$ cat src/mem_status_pkg.sv
package mem_status_pkg;

    //////////////////////////////////////////////////
    // timing constants
    //////////////////////////////////////////////////

    // clk_gui cycles per second, kept small for short runs
    localparam logic [31:0] TICKS_PER_SEC = 32'd25;
    localparam logic [31:0] TICKS_PER_MIN = TICKS_PER_SEC * 32'd60; // 1500 cycles

    // tested word address width from the memory tester
    localparam int ADDR_W = 24;

    //////////////////////////////////////////////////
    // apb register map, byte offsets
    //////////////////////////////////////////////////

    localparam logic [4:0] REG_PASS       = 5'h00; // pass count
    localparam logic [4:0] REG_FAIL       = 5'h04; // fail count
    localparam logic [4:0] REG_ELAPSED    = 5'h08; // running time word
    localparam logic [4:0] REG_FIRST_ADDR = 5'h0C; // first failing address
    localparam logic [4:0] REG_FIRST_TIME = 5'h10; // time of first failure
    localparam logic [4:0] REG_CONTROL    = 5'h14; // write only, reads 0

    // control word bit that requests a clear of counts and timer
    localparam int CTRL_CLEAR_BIT = 0;

    //////////////////////////////////////////////////
    // time word
    //////////////////////////////////////////////////

    // field view of the time word
    typedef struct packed {
        logic [15:0] mins_bcd; // four bcd digits, 0000..9999
        logic [15:0] secs;     // plain binary seconds
    } time_fields_t;

    // one 32 bit word read two ways
    // packed by fields inside status_regs, driven onto prdata raw
    typedef union packed {
        logic [31:0]  raw;
        time_fields_t fields;
    } time_word_u;

endpackage

$ cat src/tally_if.sv
`timescale 1ns/1ns

// tally results from result_tally to status_regs
interface tally_if;

    logic [31:0]                       pass_count;      // valid passes since clear
    logic [31:0]                       fail_count;      // valid failures since clear
    logic [mem_status_pkg::ADDR_W-1:0] first_fail_addr; // held after first failure
    logic                              first_fail;      // one cycle pulse

    // producer side
    modport source (
        output pass_count,
        output fail_count,
        output first_fail_addr,
        output first_fail
    );

    // consumer side, register file
    modport sink (
        input pass_count,
        input fail_count,
        input first_fail_addr,
        input first_fail
    );

endinterface

$ cat src/elapsed_timer.sv
`timescale 1ns/1ns

module elapsed_timer (
    input  logic        clk_gui,
    input  logic        timer_reset,
    input  logic        clear,       // one cycle restart from status_regs
    output logic [15:0] mins_bcd,    // four bcd digits
    output logic [15:0] secs         // binary, free wrap at 16 bits
);

    logic [31:0] sec_tick;  // cycles inside current second
    logic [31:0] min_tick;  // cycles inside current minute
    logic        restart;

    assign restart = timer_reset | clear;

    // add one to a four digit bcd value, 9999 wraps to 0000
    function automatic logic [15:0] bcd_inc(input logic [15:0] value);
        logic [15:0] result;
        logic        carry;
        result = value;
        carry  = 1'b1;
        for (int i = 0; i < 4; i++) begin
            if (carry) begin
                if (result[i*4 +: 4] == 4'd9) begin
                    result[i*4 +: 4] = 4'd0;  // digit rolls, carry moves up
                end else begin
                    result[i*4 +: 4] = result[i*4 +: 4] + 4'd1;
                    carry = 1'b0;
                end
            end
        end
        return result;
    endfunction

    //////////////////////////////////////////////////
    // seconds
    //////////////////////////////////////////////////

    always_ff @(posedge clk_gui) begin
        if (restart) begin
            sec_tick <= '0;
            secs     <= '0;
        end else if (sec_tick == mem_status_pkg::TICKS_PER_SEC - 32'd1) begin
            sec_tick <= '0;
            secs     <= secs + 16'd1; // no limit, wraps
        end else begin
            sec_tick <= sec_tick + 32'd1;
        end
    end

    //////////////////////////////////////////////////
    // minutes, own tick counter
    //////////////////////////////////////////////////

    // separate count rather than derived from secs
    always_ff @(posedge clk_gui) begin
        if (restart) begin
            min_tick <= '0;
            mins_bcd <= '0;
        end else if (min_tick == mem_status_pkg::TICKS_PER_MIN - 32'd1) begin
            min_tick <= '0;
            mins_bcd <= bcd_inc(mins_bcd);
        end else begin
            min_tick <= min_tick + 32'd1;
        end
    end

    // carry chain must keep every digit decimal
    a_bcd_digits: assert property (@(posedge clk_gui) disable iff (timer_reset)
        (mins_bcd[3:0] <= 4'd9) && (mins_bcd[7:4] <= 4'd9) &&
        (mins_bcd[11:8] <= 4'd9) && (mins_bcd[15:12] <= 4'd9))
        else $error("mins_bcd digit out of range %h", mins_bcd);

endmodule

$ cat src/mem_status_top.sv
`timescale 1ns/1ns

module mem_status_top (
    input  logic                              clk_gui,
    input  logic                              timer_reset,
    // results from the memory tester, already in clk_gui
    input  logic                              check_valid,
    input  logic                              check_pass,
    input  logic [mem_status_pkg::ADDR_W-1:0] check_addr,
    // apb slave
    input  logic                              psel,
    input  logic                              penable,
    input  logic                              pwrite,
    input  logic [4:0]                        paddr,
    input  logic [31:0]                       pwdata,
    output logic [31:0]                       prdata,
    output logic                              pready,
    output logic                              pslverr,
    // board leds, fail count mod 8
    output logic [2:0]                        led
);

    logic [15:0] mins_bcd;  // timer to regs
    logic [15:0] secs;
    logic        clear;     // regs to timer and tally

    tally_if tally_bus ();

    //////////////////////////////////////////////////
    // run timer
    //////////////////////////////////////////////////

    elapsed_timer u_timer (
        .clk_gui     (clk_gui),
        .timer_reset (timer_reset),
        .clear       (clear),
        .mins_bcd    (mins_bcd),
        .secs        (secs)
    );

    //////////////////////////////////////////////////
    // pass and fail tally
    //////////////////////////////////////////////////

    result_tally u_tally (
        .clk_gui     (clk_gui),
        .timer_reset (timer_reset),
        .clear       (clear),
        .check_valid (check_valid),
        .check_pass  (check_pass),
        .check_addr  (check_addr),
        .tally       (tally_bus.source)
    );

    //////////////////////////////////////////////////
    // register file and leds
    //////////////////////////////////////////////////

    status_regs u_regs (
        .clk_gui     (clk_gui),
        .timer_reset (timer_reset),
        .mins_bcd    (mins_bcd),
        .secs        (secs),
        .tally       (tally_bus.sink),
        .psel        (psel),
        .penable     (penable),
        .pwrite      (pwrite),
        .paddr       (paddr),
        .pwdata      (pwdata),
        .prdata      (prdata),
        .pready      (pready),
        .pslverr     (pslverr),
        .clear       (clear),
        .led         (led)
    );

endmodule

$ cat src/result_tally.sv
`timescale 1ns/1ns

module result_tally (
    input  logic                              clk_gui,
    input  logic                              timer_reset,
    input  logic                              clear,        // from control write
    input  logic                              check_valid,  // one result per cycle
    input  logic                              check_pass,   // 1 pass, 0 fail
    input  logic [mem_status_pkg::ADDR_W-1:0] check_addr,   // word under check
    tally_if.source                           tally
);

    logic restart;
    logic pass_hit;
    logic fail_hit;
    logic fail_seen;   // first failure already captured

    assign restart  = timer_reset | clear;
    assign pass_hit = check_valid & check_pass;
    assign fail_hit = check_valid & ~check_pass;

    //////////////////////////////////////////////////
    // counters
    //////////////////////////////////////////////////

    always_ff @(posedge clk_gui) begin
        if (restart) begin
            tally.pass_count <= '0;
            tally.fail_count <= '0;
        end else begin
            if (pass_hit) begin
                tally.pass_count <= tally.pass_count + 32'd1;
            end
            if (fail_hit) begin
                tally.fail_count <= tally.fail_count + 32'd1;
            end
        end
    end

    //////////////////////////////////////////////////
    // first failure capture
    //////////////////////////////////////////////////

    always_ff @(posedge clk_gui) begin
        if (restart) begin
            fail_seen             <= 1'b0;  // armed again
            tally.first_fail      <= 1'b0;
            tally.first_fail_addr <= '0;
        end else begin
            tally.first_fail <= 1'b0;       // pulse only
            if (fail_hit && !fail_seen) begin
                fail_seen             <= 1'b1;
                tally.first_fail      <= 1'b1;
                tally.first_fail_addr <= check_addr;
            end
        end
    end

    // failure count only moves up between clears
    a_fail_monotonic: assert property (@(posedge clk_gui) disable iff (timer_reset)
        (!$past(clear) && !$past(timer_reset)) |->
            (tally.fail_count >= $past(tally.fail_count)))
        else $error("fail_count went down without clear");

endmodule

$ cat src/status_regs.sv
`timescale 1ns/1ns

module status_regs (
    input  logic        clk_gui,
    input  logic        timer_reset,
    // timer and tally results
    input  logic [15:0] mins_bcd,
    input  logic [15:0] secs,
    tally_if.sink       tally,
    // apb slave
    input  logic        psel,
    input  logic        penable,
    input  logic        pwrite,
    input  logic [4:0]  paddr,
    input  logic [31:0] pwdata,
    output logic [31:0] prdata,
    output logic        pready,
    output logic        pslverr,
    // to timer, tally and board
    output logic        clear,     // one cycle pulse
    output logic [2:0]  led
);

    logic                      access;      // apb access phase
    logic                      addr_ok;     // paddr hits a defined register
    logic                      ctrl_write;  // legal write to control
    mem_status_pkg::time_word_u elapsed_now; // live time word
    mem_status_pkg::time_word_u first_time;  // stamped at first failure

    //////////////////////////////////////////////////
    // apb decode
    //////////////////////////////////////////////////

    assign access = psel & penable;
    assign pready = 1'b1;  // no wait states

    always_comb begin
        case (paddr)
            mem_status_pkg::REG_PASS,
            mem_status_pkg::REG_FAIL,
            mem_status_pkg::REG_ELAPSED,
            mem_status_pkg::REG_FIRST_ADDR,
            mem_status_pkg::REG_FIRST_TIME,
            mem_status_pkg::REG_CONTROL: addr_ok = 1'b1;
            default:                     addr_ok = 1'b0;
        endcase
    end

    // only control is writable
    assign ctrl_write = access & pwrite & (paddr == mem_status_pkg::REG_CONTROL);

    // bad offset, or write to a read only register
    assign pslverr = access & (~addr_ok | (pwrite & ~ctrl_write));

    //////////////////////////////////////////////////
    // time word and first failure stamp
    //////////////////////////////////////////////////

    always_comb begin
        elapsed_now.fields.mins_bcd = mins_bcd;  // high half
        elapsed_now.fields.secs     = secs;      // low half
    end

    always_ff @(posedge clk_gui) begin
        if (timer_reset || clear) begin
            first_time <= '0;
        end else if (tally.first_fail) begin
            first_time <= elapsed_now;  // time one edge after the capture
        end
    end

    //////////////////////////////////////////////////
    // clear generation
    //////////////////////////////////////////////////

    always_ff @(posedge clk_gui) begin
        if (timer_reset) begin
            clear <= 1'b0;
        end else begin
            clear <= ctrl_write & pwdata[mem_status_pkg::CTRL_CLEAR_BIT];
        end
    end

    //////////////////////////////////////////////////
    // read mux
    //////////////////////////////////////////////////

    always_comb begin
        case (paddr)
            mem_status_pkg::REG_PASS:       prdata = tally.pass_count;
            mem_status_pkg::REG_FAIL:       prdata = tally.fail_count;
            mem_status_pkg::REG_ELAPSED:    prdata = elapsed_now.raw;
            mem_status_pkg::REG_FIRST_ADDR: begin
                prdata = {{(32 - mem_status_pkg::ADDR_W){1'b0}}, tally.first_fail_addr};
            end
            mem_status_pkg::REG_FIRST_TIME: prdata = first_time.raw;
            default:                        prdata = '0;  // control and holes
        endcase
    end

    // low failure bits on the board leds
    assign led = tally.fail_count[2:0];

    // clear stays a single cycle pulse between setup phases
    a_clear_pulse: assert property (@(posedge clk_gui) disable iff (timer_reset)
        clear |=> !clear)
        else $error("clear held high for more than one cycle");

endmodule

$ cat config.mk
export PLATFORM = sky130hd
export DESIGN_NAME = mem_status_top
export DESIGN_NICKNAME = d
export VERILOG_FILES = /design/src/mem_status_pkg.sv /design/src/tally_if.sv /design/src/elapsed_timer.sv /design/src/mem_status_top.sv /design/src/result_tally.sv /design/src/status_regs.sv
export SDC_FILE = /design/constraint.sdc
export NUM_CORES = 1
export LEC_CHECK = 0
export BUFFER_PORTS_ARGS = -buffer_cell sky130_fd_sc_hd__buf_2
export CAP_MARGIN = 20
export CELL_PAD_IN_SITES_DETAIL_PLACEMENT = 1
export CELL_PAD_IN_SITES_GLOBAL_PLACEMENT = 2
export CORE_MARGIN = 2
export CORE_UTILIZATION = 39
export CTS_CLUSTER_SIZE = 40
export DETAILED_ROUTE_END_ITERATION = 10
export PLACE_DENSITY_LB_ADDON = 0.1
export SKIP_CTS_REPAIR_TIMING = 1
export SLEW_MARGIN = 20
export SYNTH_ARGS = -nofsm -noshare
export SYNTH_HDL_FRONTEND = slang
export SYNTH_SLANG_ARGS = --single-unit
$ cat constraint.sdc
create_clock -name clk_gui -period 4.7 [get_ports clk_gui]
set_clock_uncertainty 0.15 [all_clocks]
set_input_delay 0.94 -clock clk_gui [delete_from_list [all_inputs] [get_ports clk_gui]]
set_output_delay 0.94 -clock clk_gui [all_outputs]
set_load 0.005 [all_outputs]
==> impl_metrics.csv, run 1 <==
group,metric,value,unit
status,status,"finished clean",
synthesis,synthArstFlopShare,0,%
timing,period_needed,3.74,ns
drt,dr.max_layer_used,"met4",
final_layout,nFillCells,3187,
critical_path,crit_arrival,2.65,ns
synthesis,synth_largest_area_cell,"dfxtp_1",
cts,cts_buffers,27,
cts,path_clk_slew,0.06,ns
power_and_ir_drop,power,4210,uW
timing,setup_viol,0,
synthesis,syn_area_per_cell,8.42,um^2
placement,post_dp_cell_area,0.0111,mm^2
final_layout,fin_cells,1653,
timing,worstMarginPinSlew,1.14,ns
placement,dp.cells,1603,
power_and_ir_drop,p_leak,0.00436,uW
synthesis,ys_ff_latch,219,
synthesis,yosysMostFrequentCell,"dfxtp_1",
timing,relSlewSlack,24.0,%
drt,dr_wl_met2,13800,um
drt,wl_per_cell,18.2,um
critical_path,critPathRequiredTime,3.61,ns
cts,cts_sinks,219,
hold_path,hp-class,"register to register",
drt,wl_met3,820,um
flow_run,cap_violations,0,
power_and_ir_drop,power.density,349,mW/mm^2
synthesis,ys.flop_type,"dfxtp_1",
synthesis,syn_area,0.0105,mm^2
drt,via_count,8963,
die,die_width,168,um
cts,cts_buffer_depth,3,
die,rows,60,
synthesis,synth_top_area_share,41.8,%
synthesis,syn_nets,1320,
critical_path,end_kind,"primary output",
synthesis,synthCells,1246,
critical_path,start_kind,"primary input",
global_routing,first_global_vias,8954,
timing,setup_tns,0,ns
timing,finalCritPeriodShare,79.6,%
timing,report.final.hold_viol_count,0,
cts,cts_tree,"built",
placement,portBuffers,72,
final_layout,diodes,0,
global_routing,grt_pass1_wl,48600,um
power_and_ir_drop,power_frac_clock,51.1,%
power_and_ir_drop,ir_worst_vdd,0.000231,V
final_layout,areaGrowthSynthToFinish,15.0,%
drt,drc_errors,0,
timing,finalMaxSlewViolations,0,
critical_path,cp_max_fo,8,
final_layout,drive_above_1_share,11.8,%
power_and_ir_drop,swShare,22.7,%
drt,drt_wl_total,30200,um
synthesis,synth.area.top_cells,"dfxtp_1 42%, mux2i_1 8.5%, nor2_1 7.1%",
drt,via_per_inst,5.42,
drt,antenna_left,0,
drt,m1WireLength,14900,um
timing,clock.fmax,0.267,GHz
synthesis,synth_edf_count,0,
global_routing,antenna_found_initial,0,
final_layout,final_area,0.0121,mm^2
synthesis,synth_commonest_cells,"219 x dfxtp_1, 198 x nor2_1, 152 x nand2_1, 89 x mux2i_1, 62 x xor2_1",
synthesis,synth.distinct_cells,57,
die,die-area,0.0282,mm^2
global_routing,track_usage,21.2,%
power_and_ir_drop,pwr-share-comb,3.9,%
synthesis,yosys_warnings,0,
synthesis,yosysSeqAreaShare,41.8,%
power_and_ir_drop,p_int,3260,uW
die,die-height,168,um
final_layout,fin_util,45.3,%
final_layout,fin_nets,1365,
die,start_util,39.4,%
timing,rsz0062_at_grt,"false",
cts,cts_root_buf,"clkbuf_16",
drt,drt_iter0_markers,388,
cts,clock_latency,0.54,ns
placement,place_congestion,0.765,
global_routing,grt_max_degree,68,
global_routing,grt_overflow,0,
critical_path,path_class,"primary input to primary output",
placement,dp_hpwl,21200,um
die,coreArea,0.0267,mm^2
power_and_ir_drop,power.switching,955,uW
cts,h-tree-depth,1,
die,ios,105,
power_and_ir_drop,power_frac_seq,45.0,%
drt,first_pass_iters,4,
## metal layers
layer	GRT usage, %	vias to the layer above
li1	-	4458
met1	29.7	4361
met2	34.8	100
met3	2.42	44
met4	5.63	0
met5	0	-
## per-stage QoR
stage / hold WS, ns / setup slack [ns]
floorplan: 0.268 / 1.27
global placement: 0.281 / 0.946
detailed placement: 0.288 / 0.947
CTS: 0.301 / 0.940
global route: 0.318 / 0.869
finish: 0.294 / 0.960
## final cells by class
type	count	area, um^2	share of cell area [%]
clock buffer	38	787	6.52
clock inverter	12	144	1.19
inverter	25	93.8	0.778
multi-input combinational	930	5740	47.6
sequential	219	4390	36.4
tap	341	427	3.54
timing repair buffer	88	480	3.98
## state kept, by name, indices dropped and copies added (netlist names), 16 cells and up
register / flops
u_regs.first_time: 32
u_tally.tally.fail_count: 32
u_tally.tally.pass_count: 32
u_timer.min_tick: 32
u_timer.sec_tick: 32
u_tally.tally.first_fail_addr: 24
u_timer.mins_bcd: 16
u_timer.secs: 16
## cell usage in the layout (no fill, tap or decap), types with 27 or more instances in the layout
cell type  instances
a21oi_1           48
buf_2             72
clkbuf_16         27
dfxtp_1          218
mux2i_1           89
nand2_1          152
nand3_1           38
nand4_1           50
nor2_1           198
nor4_1            42
xnor2_1           54
xor2_1            62
## power groups by stage
stage	Combinational (uW)	Sequential, uW	Clock (uW)
final	163	1890	2150
after global routing	183	1900	2290
after CTS	166	1890	2220
after detailed placement	165	1940	0
after global placement	163	1930	0
after floorplan	112	1920	0
## critical path: stages
cell	delay (ns)
buf_2	0.12
nor3_1	0.37
and2_0	0.52
a22oi_1	0.20
o221ai_1	0.32
buf_2	0.17
## worst paths after layout
path                        from  slack, ns  depth (start not counted)                   end
max                     paddr[1]       0.96                          6            prdata[10]
min          u_timer.min_tick[0]       0.29                          1   u_timer.min_tick[0]
max reg2reg  u_timer.sec_tick[0]       1.86                          8  u_timer.sec_tick[29]
min reg2reg  u_timer.min_tick[0]       0.29                          1   u_timer.min_tick[0]
## cells by family (layout without fill, tap and decap cells)
family | count (synthesis) | count (layout) | share of synthesized area (%)
other | 1 | 1 | 0.0357
AND/OR/NAND/NOR | 593 | 593 | 27.4
buffers and inverters | 97 | 163 | 3.72
flip-flops | 219 | 219 | 41.8
XOR/XNOR | 116 | 116 | 9.69
adder cells (fa/ha/maj) | 6 | 6 | 0.716
AO/OA/AOI/OAI | 124 | 124 | 8.03
multiplexers | 90 | 90 | 8.60
No activity file was read; power rests on OpenSTA's default activity.
==> run 2, diff against run 1 <==
--- a/config.mk
+++ b/config.mk
@@ -5,12 +5,13 @@
 export SDC_FILE = /design/constraint.sdc
 export NUM_CORES = 1
 export LEC_CHECK = 0
+export ABC_AREA = 1
 export BUFFER_PORTS_ARGS = -buffer_cell sky130_fd_sc_hd__buf_2
 export CAP_MARGIN = 20
 export CELL_PAD_IN_SITES_DETAIL_PLACEMENT = 1
 export CELL_PAD_IN_SITES_GLOBAL_PLACEMENT = 2
 export CORE_MARGIN = 2
-export CORE_UTILIZATION = 39
+export CORE_UTILIZATION = 30
 export CTS_CLUSTER_SIZE = 40
 export DETAILED_ROUTE_END_ITERATION = 10
 export PLACE_DENSITY_LB_ADDON = 0.1
==> constraint.sdc (replaced) <==
create_clock -name clk_gui -period 3.2 [get_ports clk_gui]
set_clock_uncertainty 0.15 [all_clocks]
set_input_delay 0.64 -clock clk_gui [delete_from_list [all_inputs] [get_ports clk_gui]]
set_output_delay 0.64 -clock clk_gui [all_outputs]
set_load 0.005 [all_outputs]
==> run 2 against run 1 <==
Sequential power grew 48%. Critical path depth grew 5. Critical path type unchanged. Setup slack lost 0.64 ns.
==> impl_metrics.csv, run 2 <==
group,metric,value,unit
die,coreArea,0.0396,mm^2
timing,hold-worst-slack,0.136,ns
timing,worstMarginPinSlew,0.596,ns
timing,fin_ws,0.315,ns
final_layout,areaGrowthSynthToFinish,15.8,%
power_and_ir_drop,p_leak,0.00515,uW
critical_path,crit_arrival,2.09,ns
timing,rsz0062_at_grt,"false",
placement,post_dp_cell_area,0.0130,mm^2
global_routing,grt_pass1_wl,68300,um
cts,cts_sinks,219,
cts,clock_latency,0.57,ns
synthesis,yosysSeqAreaShare,36.4,%
die,start_util,30.4,%
synthesis,synth_commonest_cells,"514 x nand2_1, 257 x nor2_1, 231 x inv_1, 219 x dfxtp_1, 182 x a21oi_1",
critical_path,cp_max_fo,23,
status,status,"finished clean",
cts,cts_tree,"built",
synthesis,ys_ff_latch,219,
hold_path,hp-class,"primary input to register",
cts,cts_root_buf,"clkbuf_16",
synthesis,synth_largest_area_cell,"dfxtp_1",
timing,report.final.hold_viol_count,0,
cts,path_clk_slew,0.06,ns
placement,dp_slack,0.169,ns
power_and_ir_drop,power.density,464,mW/mm^2
drt,drt_iter0_markers,524,
synthesis,synth.distinct_cells,44,
global_routing,grt_max_degree,42,
synthesis,ys.flop_type,"dfxtp_1",
synthesis,synthArstFlopShare,0,%
timing,finalMaxSlewViolations,0,
timing,finalCritPeriodShare,90.1,%
die,ios,105,
flow_run,cap_violations,0,
synthesis,yosysMostFrequentCell,"nand2_1",
synthesis,synthCells,1897,
timing,relSlewSlack,60.0,%
critical_path,start_kind,"primary input",
cts,cts_buffer_depth,3,
drt,drt_wl_total,42400,um
critical_path,path_class,"primary input to primary output",
timing,setup_viol,0,
synthesis,syn_area,0.0120,mm^2
critical_path,end_kind,"primary output",
synthesis,synth.area.top_cells,"dfxtp_1 36%, nand2_1 16%, nor2_1 8.0%",
final_layout,final_cell_mix,"513 x nand2_1, 257 x nor2_1, 230 x inv_1, 218 x dfxtp_1, 182 x a21oi_1",
critical_path,critPathRequiredTime,2.41,ns
die,rows,73,
power_and_ir_drop,ir_worst_vdd,0.000365,V
synthesis,yosys_warnings,0,
cts,h-tree-depth,1,
die,die_width,204,um
drt,antenna_left,0,
drt,wl_per_cell,16.9,um
final_layout,layout_commonest_cell,"nand2_1",
placement,place_congestion,0.822,
timing,setup_tns,0,ns
timing,clock.fmax,0.347,GHz
hold_path,holdCritStartpoint,"timer_reset",
synthesis,syn_nets,1971,
synthesis,syn_area_per_cell,6.35,um^2
synthesis,synth_top_area_share,36.4,%
critical_path,rr_startpoint,"u_timer.min_tick[0]",
global_routing,first_global_vias,12500,
placement,dp.cells,2457,
final_layout,fin_nets,2037,
placement,portBuffers,72,
global_routing,grt_overflow,0,
cts,cts_buffers,29,
critical_path,startpoint,"paddr[3]",
synthesis,synth_edf_count,0,
global_routing,track_usage,20.7,%
final_layout,diodes,0,
placement,dp_hpwl,32300,um
final_layout,final_area,0.0139,mm^2
drt,first_pass_iters,5,
die,die-area,0.0418,mm^2
drt,via_count,12100,
global_routing,antenna_found_initial,0,
final_layout,drive_above_1_share,10.2,%
final_layout,fin_cells,2507,
drt,drc_errors,0,
drt,via_per_inst,4.84,
final_layout,nFillCells,5188,
timing,period_needed,2.88,ns
die,die-height,204,um
[run 2: cell count changes in the layout (fill, tap and decap cells not counted), sizes merged, moves of 19 or more]
| cell | change |
|---|---|
| a21oi | +135 |
| inv | +215 |
| mux2i | -89 |
| nand2 | +373 |
| nand3 | +90 |
| nand4 | -29 |
| nor2 | +84 |
| nor3 | +25 |
| nor4 | -44 |
| o21ai | +92 |
| o221ai | -24 |
| o22ai | +19 |
| xnor2 | -48 |
| xor2 | -35 |
[run 2: where the power goes]
part	switching, uW	total, uW	internal (uW)
registers	27.1	2800	2780
logic	170	249	79.4
clock network	1350	3420	2060
[run 2: area by class of cell]
cell class / count / area, um^2 / share of cell area [%]
clock buffer: 36 / 792 / 5.68
clock inverter: 14 / 188 / 1.35
inverter: 242 / 912 / 6.54
multi-input combinational: 1379 / 6430 / 46.1
sequential: 219 / 4390 / 31.4
tap: 525 / 657 / 4.71
timing repair buffer: 92 / 586 / 4.20
[run 2: critical path, stage by stage]
cell	delay (ns)
buf_2	0.11
inv_1	0.05
nor2_1	0.04
nand3_1	0.11
buf_12	0.22
clkinvlp_4	0.29
nand2_1	0.12
o21ai_0	0.08
a21oi_1	0.17
nand3_1	0.11
buf_2	0.14
[run 2: cells by family after synthesis]
kind of cell / count (synthesis) / share of synthesized area [%]
AND/OR/NAND/NOR: 1016 / 36.2
AO/OA/AOI/OAI: 323 / 14.1
buffers and inverters: 299 / 10.2
flip-flops: 219 / 36.4
XOR/XNOR: 33 / 2.40
adder cells (fa/ha/maj): 6 / 0.623
other: 1 / 0.0311
[run 2: through the flow]
stage	util [%]	power [uW]
3_3_place_gp	32.7	3110
5_1_grt	35.2	6730
4_1_cts	35.2	6570
6_report	35.2	6470
2_1_floorplan	-	3010
3_5_place_dp	32.7	3110
[run 2: worst paths after layout]
| check | end | slack, ns | depth (start not counted) |
|---|---|---|---|
| max | prdata[5] | 0.32 | 11 |
| min | u_regs.clear | 0.14 | 2 |
| max reg2reg | u_timer.mins_bcd[1] | 0.96 | 10 |
| min reg2reg | u_tally.tally.first_fail_addr[3] | 0.31 | 2 |
[run 2: metal layers]
layer / vias to the layer above / share of wire, % / track usage, %
li1: 6199 / - / -
met2: 140 / 44 / 33.4
met4: 0 / 1.7 / 4.40
met1: 5750 / 52 / 29.5
met3: 51 / 2.9 / 2.41
met5: - / 0 / 0
==> run 3, diff against run 2 <==
--- a/config.mk
+++ b/config.mk
@@ -12,9 +12,11 @@
 export CELL_PAD_IN_SITES_GLOBAL_PLACEMENT = 2
 export CORE_MARGIN = 2
 export CORE_UTILIZATION = 30
+export CTS_BUF_LIST = sky130_fd_sc_hd__clkbuf_4 sky130_fd_sc_hd__clkbuf_8 sky130_fd_sc_hd__clkbuf_16
 export CTS_CLUSTER_SIZE = 40
 export DETAILED_ROUTE_END_ITERATION = 10
 export PLACE_DENSITY_LB_ADDON = 0.1
+export RECOVER_POWER = 100
 export SKIP_CTS_REPAIR_TIMING = 1
 export SLEW_MARGIN = 20
 export SYNTH_ARGS = -nofsm -noshare
==> constraint.sdc (replaced) <==
create_clock -name clk_gui -period 3.2 [get_ports clk_gui]
set_clock_uncertainty 0.15 [all_clocks]
set_input_delay 0.64 -clock clk_gui [delete_from_list [all_inputs] [get_ports clk_gui]]
set_output_delay 0.64 -clock clk_gui [all_outputs]
set_load 0.05 [all_outputs]
==> run 3 against run 2 <==
The flow now finishes with violations (capacitance limit, slew limit). Global-route usage decreased by 0.21 points. Die area unchanged. Sequential power about the same. Critical path depth is the same. First-iteration DRC count is 2.3% lower. Via count decreased by 0.50%. Utilization shrank 0.12 points. Count of clock-buffer cells in the layout rose by 2. Cell count is 0.12% higher. Flip-flop and latch count unchanged. Combinational power increased by 4%. Setup slack got worse by 0.12 ns. Critical path type unchanged.
==> impl_metrics.csv, run 3 (synthesized netlist as in run 2, its figures left out) <==
group,metric,value,unit
timing,rsz0062_at_grt,"false",
timing,setup_tns,0,ns
final_layout,diodes,0,
cts,path_clk_slew,0.06,ns
final_layout,drive_above_1_share,9.57,%
critical_path,path_class,"primary input to primary output",
global_routing,antenna_found_initial,0,
critical_path,end_kind,"primary output",
final_layout,fin_nets,2037,
hold_path,hp-class,"primary input to register",
critical_path,start_kind,"primary input",
die,die-area,0.0418,mm^2
timing,relSlewSlack,-7.22,%
power_and_ir_drop,p_leak,0.00513,uW
critical_path,r2r_cells,4,
global_routing,grt_overflow,0,
die,coreArea,0.0396,mm^2
timing,finalCritPeriodShare,93.8,%
die,die_width,204,um
placement,portBuffers,72,
status,violations,"capacitance limit, slew limit",
hold_path,hold_depth,2,
drt,antenna_left,0,
drt,via_per_inst,4.81,
flow_run,cap_violations,2,
placement,place_congestion,0.822,
cts,h-tree-depth,1,
timing,worstMarginPinSlew,1.61,ns
drt,drc_errors,0,
die,die-height,204,um
die,ios,105,
drt,first_pass_iters,5,
drt,wl_per_cell,16.7,um
timing,finalMaxSlewViolations,112,
cts,cts_root_buf,"clkbuf_16",
global_routing,track_usage,20.5,%
timing,clock.fmax,0.333,GHz
cts,clock_latency,0.56,ns
critical_path,crit_arrival,2.21,ns
placement,dp_hpwl,32100,um
cts,cts_buffers,29,
die,start_util,30.4,%
power_and_ir_drop,power,6600,uW
power_and_ir_drop,power.density,475,mW/mm^2
die,rows,73,
drt,via_count,12100,
cts,cts_sinks,219,
status,status,"finished with violations",
timing,period_needed,3.00,ns
timing,report.final.hold_viol_count,0,
final_layout,layout_commonest_cell,"nand2_1",
global_routing,grt_pass1_wl,68000,um
final_layout,final_cell_mix,"516 x nand2_1, 259 x nor2_1, 232 x inv_1, 219 x dfxtp_1, 182 x a21oi_1",
cts,cts_buffer_depth,3,
power_and_ir_drop,ir_worst_vdd,0.000382,V
drt,drt_iter0_markers,512,
critical_path,cp_max_fo,23,
timing,setup_viol,0,
global_routing,first_global_vias,12200,
cts,cts_tree,"built",
critical_path,critPathRequiredTime,2.41,ns
global_routing,grt_max_degree,75,
final_layout,areaGrowthSynthToFinish,15.5,%
drt,drt_wl_total,41900,um
run 3: cell count changes in the layout (fill, tap and decap cells not counted), sizes merged:
cell,delta
clkbuf,+44
inv,-1
bufinv,+1
buf,-42
clkinvlp,-3
clkinv,+4
run 3: final cells by class:
cell class              instances  area [um^2]
well taps                     525          657
repair buffers                 92          523
inverters                     242          912
clock inverters                15          203
flip-flops and latches        219         4380
multi-input cells            1379         6390
clock buffers                  38          831
fillers                      5138        25700
run 3: worst paths after layout:
path                                                         from                           endpoint  slack, ns
worst max-delay path                                     paddr[3]                          prdata[5]       0.20
worst min register to register  u_tally.tally.first_fail_addr[14]  u_tally.tally.first_fail_addr[14]       0.31
worst min-delay path                                  timer_reset                       u_regs.clear       0.15
worst max register to register                       u_regs.clear               u_timer.min_tick[30]       0.46
run 3: through the flow:
step                      setup slack (ns)  util, %  hold slack (ns)  instances  instance area [um^2]
final                                0.198     35.1            0.148       2510                 13900
after global routing                0.0528     35.1            0.140       2510                 13900
after CTS                           0.0651     35.3            0.114       2510                 14000
after detailed placement            0.0795     32.7            0.300       2457                 13000
after global placement               0.117     32.7            0.292       2457                 13000
after floorplan                     0.0930        -            0.275       1897                 12000
run 3: per-layer routing:
layer	share of wire [%]	global-route usage (%)
met5	0	0
met4	1.2	3.00
met3	2.9	2.68
met2	44	33.5
met1	51	29.2
run 3: report_power, final:
part | internal (uW) | switching [uW]
sequential | 2780 | 28.1
combinational | 72.3 | 186
clock | 2210 | 1320
total | 5060 | 1530
run 3: critical path, cell delays in order:
cell and delay, ns:
buf_2 0.11, inv_1 0.05, nor2_1 0.04, nand3_1 0.12
buf_12 0.20, clkinvlp_4 0.30, nand2_1 0.13, o21ai_0 0.08
a21oi_1 0.15, nand3_1 0.11, clkbuf_2 0.25
